==> src/verilog/cache_geom_pkg.sv <==
package cache_geom_pkg;

  ////////////////////
  // word and address
  ////////////////////

  localparam int DATA_WIDTH  = 32;
  localparam int ADDR_WIDTH  = 12;
  localparam int BYTE_OFF    = 2;  // ignored, one word per line
  localparam int INDEX_WIDTH = 4;
  localparam int TAG_WIDTH   = ADDR_WIDTH - INDEX_WIDTH - BYTE_OFF;  // 6 bits

  localparam int CACHE_DEPTH = 2 ** INDEX_WIDTH;  // 16 lines

  // field split of a physical address, high to low
  typedef struct packed {
    logic [TAG_WIDTH-1:0]   tag;
    logic [INDEX_WIDTH-1:0] index;
    logic [BYTE_OFF-1:0]    byte_off;
  } phys_addr_fields_t;

  // cpu side writes raw, cache side reads fields
  typedef union packed {
    logic [ADDR_WIDTH-1:0] raw;
    phys_addr_fields_t     fields;
  } phys_addr_u;

endpackage

==> src/verilog/data_array.sv <==
`timescale 1ns/10ps

module data_array (
  input  logic                                 clk,
  input  logic                                 wren,
  input  logic                                 rden,
  input  logic [cache_geom_pkg::INDEX_WIDTH-1:0] index,
  input  logic [cache_geom_pkg::DATA_WIDTH-1:0]  data_in,
  output logic [cache_geom_pkg::DATA_WIDTH-1:0]  data_out
);
  import cache_geom_pkg::*;

  logic [DATA_WIDTH-1:0] line_q [CACHE_DEPTH];

  always_ff @(posedge clk) begin
    if (wren) begin
      line_q[index] <= data_in;
    end
  end

  // registered read, holds when rden is low
  always_ff @(posedge clk) begin
    if (rden) begin
      if (wren) begin
        data_out <= data_in;  // write first, fill data shows up next cycle
      end else begin
        data_out <= line_q[index];
      end
    end
  end

endmodule

==> config.mk <==
export PLATFORM = sky130hd
export DESIGN_NAME = data_array
export DESIGN_NICKNAME = d
export VERILOG_FILES = /design/src/verilog/cache_geom_pkg.sv /design/src/verilog/data_array.sv
export SDC_FILE = /design/constraint.sdc
export NUM_CORES = 1
export LEC_CHECK = 0
export BUFFER_PORTS_ARGS = -buffer_cell sky130_fd_sc_hd__buf_4
export CAP_MARGIN = 20
export CORE_ASPECT_RATIO = 1.4
export CORE_MARGIN = 3
export CORE_UTILIZATION = 45
export DETAILED_ROUTE_END_ITERATION = 10
export SETUP_SLACK_MARGIN = 0.2
export SLEW_MARGIN = 20
export SYNTH_ARGS = -nofsm -noshare
export SYNTH_HDL_FRONTEND = slang
export SYNTH_SLANG_ARGS = --single-unit
export TNS_END_PERCENT = 1
==> constraint.sdc <==
create_clock -name clk -period 9.7 [get_ports clk]
set_input_delay 1.94 -clock clk [delete_from_list [all_inputs] [get_ports clk]]
set_output_delay 1.94 -clock clk [all_outputs]
set_load 0.1 [all_outputs]
== After elaboration in Yosys (flattened, before gate mapping) ==
Memory sizes are Yosys's and may differ from the RTL's. A register that Yosys moved wholly into a read port is not among the register bits.
Index checks and enable logic that the tools add are counted.
Storage, ports and cells
  bits in registers: 0
  memory bits (writable): 512
  bits of input ports: 39
  output and inout port bits: 32
  word-level logic and storage cells: 3
  memories kept: 1
Cells by class
  mux-type cells: 2
Memory list
  line_q: words 16, width 32, read ports 1, clocked after Yosys merged registers in 1, write ports 1, RTL line data_array.sv:13  | logic [DATA_WIDTH-1:0] line_q [CACHE_DEPTH];
Operators with widths (count)
  2-to-1 mux 1 bit: 2

== Depth between registers and ports, before layout ==
  depth in word-level cells: 2
  gate-level depth with buffers: 8
  gate-level depth less buffers: 4

== Least setup slack after synthesis ==
No wires, ideal clock.
  path kind: input to register
  start point: input port index[3] (netlist name)
  end point: memory line_q[12][0], enable pin
  setup time: 0.461 ns
  data arrival time: 5.010 ns
  required time: 9.239 ns
  setup slack: 4.229 ns
  stages on the path: 5
  buffers on the path: 3
  cells stage by stage: buf_2 > buf_2 > buf_1 > nand3_1 > nor3_1
RTL lines
  start, declared: RTL line data_array.sv:7  | input logic [cache_geom_pkg::INDEX_WIDTH-1:0] index,
  end, declared: RTL line data_array.sv:13
Straight into the memory's write port.

== Worst setup path in the final report ==
  start point: input port index[0] (netlist name)
  end point: memory line_q[6][18], enable pin
Straight into the memory's write port.

==> Flow_metrics.wiki <==
{| class="wikitable"
! Metric !! Value
|-
| Outcome || complete, no violations
|-
| Crit path max fanout || 101
|-
| Kind of capture point of the worst setup path || flop
|-
| Count of H-tree levels built during CTS || 2
|-
| Post-CTS clock slew at the launch and capture registers of the worst setup and hold paths || 70 ps
|-
| Fraction of final layout cells sized beyond drive strength 1 || 22.04%
|-
| Most frequent cell on the critical path || sky130_fd_sc_hd__buf_4
|-
| Final max-slew violation count || 0
|-
| Post-synth EDFFs || 544
|-
| Grt ovf || 0
|-
| Max Clk Rate || 221.8 MHz
|-
| Initial standard-cell utilization of the core || 45.52%
|-
| Remaining routing DRC violations || 0
|-
| Worst Path Arrival || 4770 ps
|-
| Die Y || 261.4 um
|-
| Fillers || 3783
|-
| CTS tree || built
|-
| Post-DR wirelength/cell || 26.42 um
|-
| Fin crit share || 46.48%
|-
| Synthesized area per cell || 19.24 um2
|-
| Width of the die || 188.5 um
|-
| Critical path startpoint category || input port
|-
| Number of clock buffers inserted by TritonCTS || 49
|-
| 1st-iter DRT viols || 991
|-
| Die outline area || 49270 um2
|-
| Post-DP Area || 22250 um2
|-
| Cell with the largest stage delay on the worst path || sky130_fd_sc_hd__buf_12
|-
| Count of different cell masters after synthesis || 22
|-
| Lkg Pwr || 0.007731 uW
|-
| Clock insertion delay at the later pin of the skew report || 570 ps
|-
| Sum of net half-perimeters after detailed placement || 25130 um
|-
| Placement Rows || 93
|-
| First-pass GRT wire length || 70970 um
|-
| Post-route minimum period || 4508 ps
|-
| Synthesis warning total || 0
|-
| Most frequently used flop master after synthesis || sky130_fd_sc_hd__edfxtp_1
|-
| Post-layout nets || 1208
|-
| Number of hold-slack violations in the final timing report || 0
|-
| Combined area of all synthesized cells || 20970 um2
|-
| IR Drop Worst-Case VDD || 0.1233 mV
|-
| DR vias || 10456
|-
| Share of the yosys chip area belonging to registers || 77.89%
|-
| Setup total negative slack || 0 ps
|-
| Post-CTS Setup Repair Bufs || 0
|-
| Number of max-capacitance violations reported || 0
|-
| Class of the tightest hold or removal check || reg -> reg
|-
| Critical path, cell by cell || buf_8 > buf_12 > nand2b_2 > buf_4 > nor2_4 > buf_4
|-
| Routed wire length || 48210 um
|-
| Routability Congestion || 0.7308
|-
| Syn_nets || 1129
|-
| Synthesized instance count || 1090
|-
| Final Non-Filler Cells || 1825
|-
| Met3 layer wire length in the routed design || 2301 um
|-
| Async set-or-reset flop fraction in the synthesized netlist || 0%
|-
| Most common cell after layout, fill and taps aside || sky130_fd_sc_hd__edfxtp_1
|-
| Count of instances resized after the clock tree is built || 0
|-
| Biggest cell delay along the critical path || 630 ps
|-
| Vias in the first global route || 10596
|-
| Standard cell core area || 46080 um2
|-
| Sink count of the clock tree || 544
|-
| CP required || 9960 ps
|-
| Count of port buffers added during placement || 70
|-
| Maximum number of pins on one net before global-route repair || 102
|-
| Number of antenna violations at the first check in global routing || 1
|-
| Routed length on met2 || 24790 um
|-
| Maximum buffer depth of the clock tree || 3
|-
| Unrepaired setup endpoints after global routing || no
|-
| Cell area after layout || 23800 um2
|-
| First-pass iteration count of the detailed router || 5
|-
| Total GRT Usage || 19.49%
|-
| Worst Max-Slew Pin Slew || 1094 ps
|-
| Top library cells by usage in the layout, fill and taps aside || sky130_fd_sc_hd__edfxtp_1 (544), sky130_fd_sc_hd__mux2i_1 (128), sky130_fd_sc_hd__o22ai_1 (96)
|-
| Final Setup Violations || 0
|-
| # placed instances || 1734
|-
| Routed met1 length || 20020 um
|-
| Power per unit of standard cell area || 204.2 nW/um2
|-
| Count of hold-fix buffers inserted at cts || 0
|-
| Clock skew || 18.42 ps
|-
| Register bit total from synthesis || 544
|-
| Design Power || 4859 uW
|-
| Area growth from synthesis to layout || 13.48%
|-
| Clk Tree Root Cell || sky130_fd_sc_hd__clkbuf_16
|-
| Worst slew margin || 26.86%
|-
| Critical path start-end classification || in -> reg
|-
| Post-detailed-route via-to-cell ratio || 5.729
|-
| Routed Antenna Nets || 0
|-
| Highest metal layer with signal wires || met4
|-
| # IOs || 71
|}
[power breakdown]
| group | leakage (uW) | internal (uW) | switching (uW) | total, uW |
|---|---|---|---|---|
| logic | 0.00205 | 102 | 239 | 341 |
| clock network | 0.000743 | 1040 | 821 | 1860 |
| registers | 0.00494 | 2650 | 13.7 | 2660 |
[worst paths after layout]
kind             startpoint       endpoint  slack, ps  cells after the start
max reg2reg   line_q[0][10]   data_out[10]       7830                      4
min          line_q[14][30]   data_out[30]        750                      3
min reg2reg  line_q[14][30]   data_out[30]        750                      3
max                index[0]  line_q[6][18]       5190                      6
[synthesized netlist by cell type (2+ instances only)]
cell type	instances	area [um2]
sky130_fd_sc_hd__o22ai_1	96	600.6
sky130_fd_sc_hd__mux2i_1	128	1281
sky130_fd_sc_hd__buf_2	31	155.2
sky130_fd_sc_hd__nor2b_1	14	87.58
sky130_fd_sc_hd__buf_6	5	56.30
sky130_fd_sc_hd__nand2_1	3	11.26
sky130_fd_sc_hd__mux2_2	50	563.0
sky130_fd_sc_hd__edfxtp_1	544	16340
sky130_fd_sc_hd__clkbuf_1	24	90.09
sky130_fd_sc_hd__nor2_1	31	116.4
sky130_fd_sc_hd__nand2b_1	34	212.7
sky130_fd_sc_hd__buf_1	5	18.77
sky130_fd_sc_hd__nor3_1	18	90.09
sky130_fd_sc_hd__nand3b_1	5	37.54
sky130_fd_sc_hd__nand3_1	2	10.01
sky130_fd_sc_hd__a211oi_1	14	105.1
sky130_fd_sc_hd__or3b_2	2	17.52
sky130_fd_sc_hd__o41a_1	32	360.4
sky130_fd_sc_hd__mux4_2	32	720.7
sky130_fd_sc_hd__o21ai_0	18	90.09
[sequential cells by signal, indices dropped and copies added, names as in the netlist]
name      count
line_q      512
data_out     32
[kinds of logic after synthesis]
| kind of cell | share of synthesized area [%] |
|---|---|
| DFF | 77.89 |
| AOI/OAI and AO/OA | 5.512 |
| muxes | 12.23 |
| buffers and inverters | 1.563 |
| and+or+nand+nor | 2.810 |
[metrics by stage]
step / worst slack, ps / util, % / hold slack (ps)
3_3_place_gp: 4567 / 48.29 / 723.0
4_1_cts: 5137 / 51.61 / 741.7
6_report: 5192 / 51.65 / 745.2
5_1_grt: 5065 / 51.65 / 788.8
3_5_place_dp: 4565 / 48.29 / 728.1
2_1_floorplan: 4229 / - / 681.2
[critical path, delay by kind of cell]
family	cells	cell delay [ps]
buffers and inverters	4	1960
and+or+nand+nor	2	700
[cell type report]
| type | count | area (um2) | share of cell area (%) |
|---|---|---|---|
| multi-input combinational | 480 | 4427 | 18.60 |
| clock inverter | 30 | 224.0 | 0.9410 |
| sequential | 544 | 16340 | 68.64 |
| timing repair buffer | 94 | 733.2 | 3.081 |
| tap | 617 | 772.0 | 3.244 |
| antenna | 1 | 2.502 | 0.01051 |
| clock buffer | 59 | 1306 | 5.488 |
[per-layer routing]
metal	global-route usage [%]	vias up
li1	-	4626
met1	25.69	5458
met2	34.05	303
met3	2.772	69
met4	5.589	0
met5	0	-
Note: power is estimated with default switching activity, not from simulation.
