**src/verilog/cache_geom_pkg.sv**
```systemverilog
package cache_geom_pkg;

  ////////////////////
  // word and address
  ////////////////////

  localparam int DATA_WIDTH  = 32;
  localparam int ADDR_WIDTH  = 12;
  localparam int BYTE_OFF    = 2;  // ignored, one word per line
  localparam int INDEX_WIDTH = 4;
  localparam int TAG_WIDTH   = ADDR_WIDTH - INDEX_WIDTH - BYTE_OFF;  // 6 bits

  localparam int CACHE_DEPTH = 2 ** INDEX_WIDTH;  // 16 lines

  // field split of a physical address, high to low
  typedef struct packed {
    logic [TAG_WIDTH-1:0]   tag;
    logic [INDEX_WIDTH-1:0] index;
    logic [BYTE_OFF-1:0]    byte_off;
  } phys_addr_fields_t;

  // cpu side writes raw, cache side reads fields
  typedef union packed {
    logic [ADDR_WIDTH-1:0] raw;
    phys_addr_fields_t     fields;
  } phys_addr_u;

endpackage

```
**src/verilog/tag_if.sv**
```systemverilog
`timescale 1ns/10ps

interface tag_if;
  import cache_geom_pkg::*;

  // line select and lookup tag, from the address slice
  logic [INDEX_WIDTH-1:0] index;
  logic [TAG_WIDTH-1:0]   tag;

  // update strobes from the fsm
  logic                   set_valid;    // writes valid and dirty of the line
  logic                   set_dirty;    // value written to the dirty bit
  logic                   replace_tag;  // loads tag into the line

  // lookup results
  logic                   hit;
  logic                   dirty;
  logic [TAG_WIDTH-1:0]   tag_old;      // stored tag, used for writeback address

  modport ctrl (
    output set_valid, set_dirty, replace_tag,
    input  hit, dirty, tag_old
  );

  modport array (
    input  index, tag, set_valid, set_dirty, replace_tag,
    output hit, dirty, tag_old
  );

endinterface

```
**src/verilog/tag_array.sv**
```systemverilog
`timescale 1ns/10ps

module tag_array (
  input  logic clk,
  input  logic arst_n,
  tag_if.array tag_bus
);
  import cache_geom_pkg::*;

  logic [CACHE_DEPTH-1:0] valid_q;
  logic [CACHE_DEPTH-1:0] dirty_q;
  logic [TAG_WIDTH-1:0]   tag_q [CACHE_DEPTH];

  ////////////////////
  // lookup
  ////////////////////

  assign tag_bus.tag_old = tag_q[tag_bus.index];

  // match only counts on a valid line
  assign tag_bus.hit = valid_q[tag_bus.index] && (tag_q[tag_bus.index] == tag_bus.tag);

  // stale dirty bits of invalid lines are masked
  assign tag_bus.dirty = valid_q[tag_bus.index] && dirty_q[tag_bus.index];

  ////////////////////
  // update
  ////////////////////

  always_ff @(posedge clk or negedge arst_n) begin
    if (!arst_n) begin
      valid_q <= '0;
    end else if (tag_bus.set_valid) begin
      valid_q[tag_bus.index] <= 1'b1;
    end
  end

  always_ff @(posedge clk) begin
    if (tag_bus.set_valid) begin
      dirty_q[tag_bus.index] <= tag_bus.set_dirty;  // cleared on fill, set on write hit
    end
    if (tag_bus.replace_tag) begin
      tag_q[tag_bus.index] <= tag_bus.tag;
    end
  end

endmodule

```
**src/flat_wrapper.sv**
```systemverilog
// flat-port wrapper written by rule: the top's interface ports become plain ports
module tag_array_flat import cache_geom_pkg::*;
  (clk, arst_n, tag_bus_index, tag_bus_tag, tag_bus_set_valid, tag_bus_set_dirty, tag_bus_replace_tag, tag_bus_hit, tag_bus_dirty, tag_bus_tag_old);
  tag_if tag_bus_i ();
  input  logic clk;
  input  logic arst_n;
  input wire logic [$bits(tag_bus_i.index)-1:0] tag_bus_index;
  input wire logic [$bits(tag_bus_i.tag)-1:0] tag_bus_tag;
  input wire logic [$bits(tag_bus_i.set_valid)-1:0] tag_bus_set_valid;
  input wire logic [$bits(tag_bus_i.set_dirty)-1:0] tag_bus_set_dirty;
  input wire logic [$bits(tag_bus_i.replace_tag)-1:0] tag_bus_replace_tag;
  output wire logic [$bits(tag_bus_i.hit)-1:0] tag_bus_hit;
  output wire logic [$bits(tag_bus_i.dirty)-1:0] tag_bus_dirty;
  output wire logic [$bits(tag_bus_i.tag_old)-1:0] tag_bus_tag_old;
  assign tag_bus_i.index = tag_bus_index;
  assign tag_bus_i.tag = tag_bus_tag;
  assign tag_bus_i.set_valid = tag_bus_set_valid;
  assign tag_bus_i.set_dirty = tag_bus_set_dirty;
  assign tag_bus_i.replace_tag = tag_bus_replace_tag;
  assign tag_bus_hit = tag_bus_i.hit;
  assign tag_bus_dirty = tag_bus_i.dirty;
  assign tag_bus_tag_old = tag_bus_i.tag_old;
  tag_array u_core (.clk(clk), .arst_n(arst_n), .tag_bus(tag_bus_i));
endmodule
```
**config.mk**
```make
export PLATFORM = sky130hd
export DESIGN_NAME = tag_array_flat
export DESIGN_NICKNAME = d
export VERILOG_FILES = /design/src/verilog/cache_geom_pkg.sv /design/src/verilog/tag_if.sv /design/src/verilog/tag_array.sv /design/src/flat_wrapper.sv
export SDC_FILE = /design/constraint.sdc
export NUM_CORES = 1
export LEC_CHECK = 0
export BUFFER_PORTS_ARGS = -buffer_cell sky130_fd_sc_hd__buf_2
export CORE_MARGIN = 2
export CORE_UTILIZATION = 27
export CTS_CLUSTER_DIAMETER = 50
export DETAILED_ROUTE_END_ITERATION = 10
export GPL_ROUTABILITY_DRIVEN = 0
export PLACE_DENSITY = 0.41
export RECOVER_POWER = 100
export SETUP_SLACK_MARGIN = 0.1
export SYNTH_ARGS = -nofsm -noshare
export SYNTH_HDL_FRONTEND = slang
export SYNTH_SLANG_ARGS = --single-unit
```
**constraint.sdc**
```tcl
create_clock -name clk -period 2.6 [get_ports clk]
set_input_delay 0.39 -clock clk [delete_from_list [all_inputs] [get_ports clk]]
set_output_delay 0.39 -clock clk [all_outputs]
set_load 0.005 [all_outputs]
```
# Yosys cells after proc, flatten, opt, wreduce, memory -nomap -nowiden
# Memories as Yosys holds them, arrays and structs flattened.
# Index checks and enable logic that the tools add are counted.
# word_totals
reg_bits	32
n_memories	1
latchBits	0
ram_bits	96
out_inout_bits	8
rom_bits	0
# memory_table
name	depth	width	read_ports	rd_clocked_by_memory_dff	write_ports	line	source
u_core.tag_q	16	6	1	0	1	tag_array.sv:12	logic [TAG_WIDTH-1:0] tag_q [CACHE_DEPTH];
# classes
n_lt_le_gt_ge	2
reduce_logical	3
n_mux	9
bitwise_logic	1
n_eq_ne	1
shift	0
n_mul	0
div	0
n_addsub	0
# op_table
operator	n
16-bit bitwise mux	1
16-bit OR	1
1-bit binary-select mux with 4-bit select	2
6-bit == test	1
4-bit by 5-bit < comparator with 1-bit output, second input constant	1
1-bit two-way mux	5
1-bit demux with 4-bit select	1
4-bit by 1-bit >= comparator with 1-bit output, second input constant	1
1-bit logical AND	3

# Depth between registers and ports, before layout
# Gate-level depths: netlist of the first run.
# logic_depth
depth_word	5
ltp_mapped	8

# Worst setup path after synthesis of the first run
# OpenSTA, ideal clock, no wires.
# synth_timing
path_type	input -> output
start	input tag_bus_index[1]
end	output tag_bus_hit
arrival_time_ns	2.241
setup_slack_ns	-0.031
path_buffers	1
t_required_ns	2.210
cell_stages	6
path_cell_list	buf_6 -> mux4_1 -> mux4_2 -> xor2_1 -> a2111o_1 -> nor4_2
# synth_between
elab_chain_cells	3
elab_cells_between_ends	5
# synth_rtl
element	line	source
start: declaration	flat_wrapper.sv:7	input wire logic [$bits(tag_bus_i.index)-1:0] tag_bus_index;
memory read 16 x 6 bit	-	
via tag_bus_tag_old[4]	flat_wrapper.sv:14	output wire logic [$bits(tag_bus_i.tag_old)-1:0] tag_bus_tag_old;
6-bit == test	tag_array.sv:21	assign tag_bus.hit = valid_q[tag_bus.index] && (tag_q[tag_bus.index] == tag_bus.tag);
1-bit logical AND	tag_array.sv:21	
end: declaration	flat_wrapper.sv:12	output wire logic [$bits(tag_bus_i.hit)-1:0] tag_bus_hit;
# The timed path passes the listed nets, and every way through them passes these cells. The select of a mux whose other input is x is not followed.

# Worst setup path in the final report of the first run
# layout_timing
start	memory u_core.tag_q[15][0] (netlist name)
end	output tag_bus_hit
# layout_between
elab_chain_cells	3
# layout_rtl
element	line
start: declaration	tag_array.sv:12
memory read 16 x 6 bit	-
6-bit == test	tag_array.sv:21
1-bit logical AND	tag_array.sv:21
# Every way passes these cells.

==> metrics.cfg, run 1 <==
[status]
status = complete, but fails checks
violations = setup timing

[critical_path]
worstRegToRegCells = 1
critPathKind = flip-flop to output port
cp.arrival_ps = 2710
worstPathRequired_ps = 2210
crit_path_max_fanout = 3
end_kind = output port
critPathLaunchType = flip-flop

[synth]
syn_area_per_cell_sq_um = 18.1
yosysTopAreaCellShare = 0.637
synth_edf_count = 112
yosysUniqueCellTypes = 39
async_flop_share = 0.125
syn_inst = 292
syn_nets = 307
ys.flop_type = edfxtp_1
synth_area_leaders = edfxtp_1, mux4_2, dfrtp_1, mux4_1, mux2i_1
yosys_warnings = 0
synth_area_sq_um = 5280
yosys.area.top_type = edfxtp_1
netlist_top_cells_count = edfxtp_1, nor2_1, mux4_2
seq_area_frac_synth = 0.713
post-synth-top-count-cell = edfxtp_1
ys_seq_elements = 128

[global_route]
grt_max_degree = 21
grt_pass1_wl_mm = 18.9
antenna_found_initial = 0
grt-ovfl-total = 0
grt_pass1_vias = 3036
grt_use_total = 0.131

[timing]
timing.final.crit_period_ps = 3100
fin_skew_ps = 0
tightest_slew_ps = 683
postLayoutSetupSlackWorst_ps = -501
slew_viol_final = 0
setup_viol = 1
fmax_mhz = 322
finalHoldViolations = 0
holdWs_ps = 388
rsz0062_at_grt = true
slew_headroom = 0.533
fin_crit_sh = 1.19

[clock_tree]
cts_tree = done
clk_latency_ps = 410
cts_max_level = 4
cts.sinks = 128
post_cts_buffers = 0
root_buffer = clkbuf_16
cts_buffers = 17
clk_pin_slew_ps = 50
max-clock-path-buffers = 2

[die]
num_io_pins = 23
design.core.area_sq_um = 19300
die_width_um = 144
initial_core_util = 0.273
die-area_sq_um = 20700
row_count = 51
fp.dieH_um = 144

[detailed_routing]
drc = 0
drt_wl_total_mm = 12.3
antenna_left = 0
vias_per_cell = 4.43
drt_iter0_markers = 214
vias = 2855
routedWlPerCell_um = 19.2
dr.pass1.iters = 4

[placement]
io_buffers = 22
placed_area_sq_um = 6000
dp_hpwl_mm = 8.21

[finish]
num_antenna_cells = 0
nNetsFinal = 381
drive_gt1_frac = 0.396
utilization = 0.344
synthToLayoutAreaGrowth_pct = 25.9
fin_area_sq_um = 6650

[pwr]
power_density_nw_per_um2 = 789
leakagePower_uw = 0.00227
ir_drop_v = 0.000309
power.total_uw = 5250

[flow_run]
cap_violations = 0

[worst_hold_path]
whs_path_depth = 1
hold_path_class = input pin to flip-flop

[flip-flops by register name (all words and copies together) (netlist names)]
| signal | count |
|---|---|
| u_core.tag_q | 96 |
| u_core.dirty_q | 16 |
| u_core.valid_q | 16 |
[critical path: stages, from the launching register on]
cell and delay [ps]:
edfxtp_1 350, mux4_2 510, nor3b_1 170, a2111oi_0 610
buf_4 220, nand3_1 80, o211ai_1 140, nor4_4 90
buf_2 130
[routing by layer]
layer	vias to the layer above	wire length (um)	GRT usage
met2	53	5890	0.197
met5	-	0	0
met3	6	348	0.0390
met4	0	117	0.0495
met1	1502	5980	0.179
li1	1294	-	-
[final timing paths]
kind / startpoint / endpoint / slack [ps]
setup / recovery: u_core.tag_q[15][0] / tag_bus_hit / -500
max in group asynchronous: arst_n / u_core.valid_q[2] / 1880
min in group asynchronous: arst_n / u_core.valid_q[11] / 430
hold / removal: tag_bus_tag[1] / u_core.tag_q[1][1] / 390
hold reg to reg: u_core.valid_q[8] / u_core.valid_q[8] / 460
setup reg to reg: u_core.valid_q[12] / u_core.valid_q[12] / 1810
[cells in the final DEF (no fill, tap or decap), types with 5 or more instances in the layout]
| master | netlist | layout |
|---|---|---|
| buf_4 | 0 | 43 |
| clkbuf_16 | 0 | 17 |
| mux4_2 | 23 | 30 |
| nand2_1 | 6 | 6 |
| nor2_1 | 35 | 35 |
| buf_2 | 3 | 18 |
| dfrtp_1 | 16 | 16 |
| clkinvlp_4 | 0 | 5 |
| mux2i_1 | 14 | 14 |
| edfxtp_1 | 112 | 112 |
| or2_2 | 17 | 17 |
[through the flow]
stage	TNS, ps	cells	worst slack (ps)
2_1_floorplan	-30.9	292	-30.9
4_1_cts	-579	644	-579
3_3_place_gp	-459	611	-459
5_1_grt	-640	644	-640
6_report	-501	644	-501
3_5_place_dp	-523	611	-523
[final cells by class]
cell class	instances	area [sq um]
repair buffers	69	487
clock inverters	14	191
clock buffers	18	429
fillers	1840	12700
flip-flops and latches	128	3760
multi-input cells	147	1430
inverters	3	11.3
well taps	265	332
[report_power, final]
group | internal [uW] | switching [uW]
Combinational | 211 | 211
Sequential | 2320 | 27.5
Clock | 1600 | 880
[cell families (layout without fill, tap and decap cells)]
| group | after synthesis | count (layout) | share of synthesized area |
|---|---|---|---|
| AO/OA/AOI/OAI | 16 | 16 | 0.0227 |
| multiplexers | 46 | 46 | 0.164 |
| AND/OR/NAND/NOR | 78 | 78 | 0.0751 |
| flip-flops | 128 | 128 | 0.713 |
| XOR/XNOR | 7 | 7 | 0.0116 |
| buffers and inverters | 17 | 104 | 0.0142 |
[repair_timing]
| action | 4_1_cts | 5_1_grt |
|---|---|---|
| pin swaps | 0 | 0 |
| hold buffers | 1 | 0 |
| hold endpoints to repair | 16 | 0 |
| resized for setup | 7 | 10 |
| endpoints found under the setup margin | 5 | 5 |
Note: power is estimated with default switching activity, not from simulation.
==> run 2: changes to the inputs <==
CAP_MARGIN = 20   (was default)
CORE_ASPECT_RATIO = 0.7   (was default)
==> run 2 against run 1 <==
Net effect: the flow still finishes with violations (setup timing); first-iteration DRC count increased by 7.0%; global-route usage up 0.30 points; maximum frequency is 1.1% lower; setup slack worse by 33 ps; total power is 1.2% higher; final area rose by 0.47%; clock power increased by 2%; critical path depth down 2; sequential cell count is the same; routed wire length up 1.5%; die area is essentially flat; sequential power about the same; critical path type unchanged; critical endpoint unchanged; highest routed layer unchanged.
==> metrics.cfg, run 2 (synthesis results as in run 1) <==
[status]
status = complete, but fails checks
violations = setup timing

[placement]
dp_hpwl_mm = 8.48
io_buffers = 22
pre_cts_slack_ps = -552

[detailed_routing]
vias_per_cell = 4.39
drt_iter0_markers = 229
vias = 2829
routedWlPerCell_um = 19.4
drc = 0
dr.pass1.iters = 4
antenna_left = 0
drt_wl_total_mm = 12.5

[critical_path]
reg2reg_slack_ps = 1810
critPathLaunch = u_core.tag_q[11][5]
endpoint = tag_bus_hit
critPathLaunchType = flip-flop
cp_cell_sequence = mux4_2, mux4_2, xor2_1, a2111o_1, nor4_4, buf_2
end_kind = output port
critPathKind = flip-flop to output port
rr_endpoint = u_core.valid_q[4]
worstPathRequired_ps = 2210
crit_top_cell = mux4_2
crit_family = multiplexers
cp.depth = 6
worst-path-buf-inv = 1
crit_path_max_fanout = 2
cpMaxStageDelayCell = mux4_2
cp.arrival_ps = 2740
worstRegToRegCells = 1
worstReg2RegStart = u_core.valid_q[4]
cpPeakStageDelay_ps = 500

[die]
num_io_pins = 23
die_width_um = 171
design.core.area_sq_um = 19000
die-area_sq_um = 20700
initial_core_util = 0.278
row_count = 42
fp.dieH_um = 121

[flow_run]
cap_violations = 0

[global_route]
grt_use_total = 0.134
antenna_found_initial = 0
grt_pass1_wl_mm = 19.0
grt_max_degree = 21
grt_pass1_vias = 2943
grt-ovfl-total = 0

[finish]
num_antenna_cells = 0
reg_top3 = u_core.tag_q (96), u_core.dirty_q (16), u_core.valid_q (16)
layout.cells.most_common_list = edfxtp_1, buf_4, nor2_1
final.fill_count = 1827
drive_gt1_frac = 0.395
seqCellArea_sq_um = 3760
multi_input_area_sq_um = 1440
synthToLayoutAreaGrowth_pct = 26.5
largest_register = u_core.tag_q
final_common_cell = edfxtp_1
largest_reg_flops = 96
nNetsFinal = 382

[timing]
fmax_mhz = 319
postLayoutSetupSlackWorst_ps = -534
finalHoldViolations = 0
rsz0062_at_grt = true
holdWs_ps = 375
slew_viol_final = 0
fin_crit_sh = 1.21
fin_skew_ps = 0
setup_viol = 2
slew_headroom = 0.511
tightest_slew_ps = 733
timing.final.crit_period_ps = 3130

[clock_tree]
clk_pin_slew_ps = 60
cts.sinks = 128
max-clock-path-buffers = 2
cts_tree = done
cts_buffers = 17
root_buffer = clkbuf_16
clk_latency_ps = 420
cts_max_level = 4

[pwr]
power.total_uw = 5310
power_density_nw_per_um2 = 795
leakagePower_uw = 0.00230
ir_drop_v = 0.000411

[worst_hold_path]
hold_path_class = input pin to flip-flop

-- run 2: cell count changes in the layout (fill, tap and decap cells not counted), moves of 2 or more --
cell        change
inv_6           +3
mux4_2          -2
mux4_1          +2
clkinv_4        +2
clkinvlp_4      -3
-- run 2: per-layer routing --
metal  vias up  share of wire  global-route usage
li1       1308              -                   -
met1      1455           0.53               0.199
met2        50           0.42               0.181
met3        16          0.034              0.0365
met4         0          0.017              0.0588
met5         -              0                   0
-- run 2: worst min path at each step --
stage,end,slack [ps],start,depth (start not counted)
after floorplan,u_core.valid_q[0],90,arst_n,0
after global placement,u_core.valid_q[10],340,arst_n,1
after detailed placement,u_core.valid_q[8],340,arst_n,1
after CTS,u_core.tag_q[8][4],340,tag_bus_tag[4],1
after global routing,u_core.tag_q[0][5],380,tag_bus_tag[5],1
final,u_core.tag_q[0][1],380,tag_bus_tag[1],1
-- run 2: cell type report --
| type | count | share of cell area |
|---|---|---|
| clock buffer | 17 | 0.0637 |
| clock inverter | 15 | 0.0313 |
| inverter | 3 | 0.00169 |
| multi-input combinational | 147 | 0.216 |
| sequential | 128 | 0.564 |
| tap | 264 | 0.0495 |
| timing repair buffer | 70 | 0.0744 |
-- run 2: where the power goes --
part | internal, uW | switching, uW | leakage (uW)
logic | 210 | 212 | 0.000819
clock network | 1610 | 926 | 0.000302
registers | 2320 | 28.7 | 0.00118
-- run 2: per-stage QoR --
step	cell area, sq um	TNS [ps]	std cells	utilization
2_1_floorplan	5280	-30.9	292	-
3_3_place_gp	6000	-512	610	0.316
3_5_place_dp	6000	-565	610	0.316
4_1_cts	6660	-567	643	0.350
5_1_grt	6680	-659	644	0.351
6_report	6680	-534	644	0.351
-- run 2: what timing repair did --
item,4_1_cts,5_1_grt
pin swaps,1,0
setup buffers,0,1
setup endpoints to repair,6,7
hold buffers,1,0
resized for setup,8,9
endpoints found under the hold margin,16,0
==> run 3: changes to the inputs <==
SETUP_SLACK_MARGIN = 0.02   (was 0.1)
SLEW_MARGIN = 0   (was default)
==> run 3 against run 2 <==
Net effect: critical path depth unchanged; maximum frequency up 0.37%; hold slack better by 3.9 ps; count of clock-buffer cells in the layout up 1; the flow still finishes with violations (setup timing); highest routed layer unchanged; clock power down 2%; register-to-register slack about the same; final area down 1.7%; via count down 0.46%; first-iteration DRC count up 26%; routed wire length up 0.86%; clock skew unchanged.
==> metrics.cfg, run 3 (synthesis results as in run 1) <==
[detailed_routing]
drt_wl_total_mm = 12.6
routedWlPerCell_um = 19.7
vias = 2816
dr.pass1.iters = 4
vias_per_cell = 4.39
drt_iter0_markers = 288
antenna_left = 0
drc = 0

[pwr]
leakagePower_uw = 0.00218
p_seq_frac = 0.448
clock_power_share = 0.474
p_comb_frac = 0.078
ir_drop_v = 0.000420
p_int_uw = 4120
switching_share = 0.214
power_density_nw_per_um2 = 798
p_sw_uw = 1120

[placement]
io_buffers = 22
dp_hpwl_mm = 8.57
pre_cts_slack_ps = -550

[timing]
fin_skew_ps = 0
postLayoutSetupSlackWorst_ps = -523
finalHoldViolations = 0
fmax_mhz = 320
holdWs_ps = 379
fin_crit_sh = 1.20
timing.final.crit_period_ps = 3120
setup_viol = 1
slew_headroom = 0.367
rsz0062_at_grt = true
tightest_slew_ps = 950
slew_viol_final = 0

[global_route]
grt_pass1_vias = 3030
grt_use_total = 0.136
antenna_found_initial = 0
grt_max_degree = 21
grt_pass1_wl_mm = 19.5
grt-ovfl-total = 0

[worst_hold_path]
whs_path_depth = 1
hold_path_class = input pin to flip-flop

[die]
design.core.area_sq_um = 19000
num_io_pins = 23
initial_core_util = 0.278
fp.dieH_um = 121
die_width_um = 171
row_count = 42
die-area_sq_um = 20700

[finish]
largest_reg_flops = 96
reg_top3 = u_core.tag_q (96), u_core.dirty_q (16), u_core.valid_q (16)
nNetsFinal = 380
num_antenna_cells = 0
largest_register = u_core.tag_q
synthToLayoutAreaGrowth_pct = 24.3
drive_gt1_frac = 0.310
layout.cells.most_common_list = edfxtp_1, nor2_1, clkbuf_1
final_common_cell = edfxtp_1

[critical_path]
cp_cell_sequence = mux4_2, mux4_2, xor2_1, a2111o_1, nor4_4, buf_2
critPathLaunchType = flip-flop
crit_top_cell = mux4_2
cpMaxStageDelayCell = mux4_2
worstRegToRegCells = 1
worstPathRequired_ps = 2210
endpoint = tag_bus_hit
cp.arrival_ps = 2730
critPathLaunch = u_core.tag_q[14][5]
worst-path-buf-inv = 1
cpPeakStageDelay_ps = 510
rr_endpoint = u_core.valid_q[1]
critPathKind = flip-flop to output port
crit_family = multiplexers
reg2reg_slack_ps = 1810
worstReg2RegStart = u_core.valid_q[1]
end_kind = output port
crit_path_max_fanout = 2
cp.depth = 6

[status]
violations = setup timing
status = complete, but fails checks

[clock_tree]
max-clock-path-buffers = 2
cts.sinks = 128
cts_tree = done
post_cts_buffers = 0
clk_latency_ps = 410
root_buffer = clkbuf_16
cts_buffers = 17
clk_pin_slew_ps = 60
cts_max_level = 4

[flow_run]
cap_violations = 0

## run 3: layout make-up
type,count,area (sq um)
fill,1862,12500
multi-input combinational,147,1450
clock buffer,18,429
sequential,128,3760
timing repair buffer,68,389
tap,264,330
inverter,3,11.3
clock inverter,14,190
## run 3: stage by stage
stage	area, sq um	util	cells	power, uW	setup TNS (ps)
finish	6560	0.345	642	5240	-523
CTS	6640	0.349	642	5320	-537
global placement	6010	0.316	609	2800	-537
detailed placement	6010	0.316	609	2800	-550
global route	6560	0.345	642	5460	-613
floorplan	5280	-	292	2610	-30.9
## run 3: worst min path at each step
stage                        start             endpoint
floorplan                   arst_n    u_core.valid_q[0]
global placement            arst_n   u_core.valid_q[10]
detailed placement          arst_n   u_core.valid_q[15]
CTS                 tag_bus_tag[0]   u_core.tag_q[3][0]
global route        tag_bus_tag[2]  u_core.tag_q[12][2]
finish              tag_bus_tag[2]  u_core.tag_q[12][2]
## run 3: layer usage
metal / track usage / share of wire / vias to the layer above
met5: 0 / 0 / -
met4: 0.0477 / 0.017 / 0
met3: 0.0372 / 0.043 / 13
met2: 0.183 / 0.42 / 54
met1: 0.207 / 0.52 / 1450
li1: - / - / 1299
## run 3: power groups by stage
stage          Sequential (uW)  Combinational, uW  Clock [uW]
3_3_place_gp              2390                412           0
2_1_floorplan             2380                231           0
6_report                  2350                406        2480
3_5_place_dp              2390                416           0
4_1_cts                   2350                423        2550
5_1_grt                   2360                444        2660
## run 3: repair_timing
action | 4_1_cts | 5_1_grt
gates resized for setup | 5 | 5
setup endpoints to repair | 2 | 4
hold buffers | 1 | 0
pin swaps | 1 | 0
endpoints found under the hold margin | 16 | 0
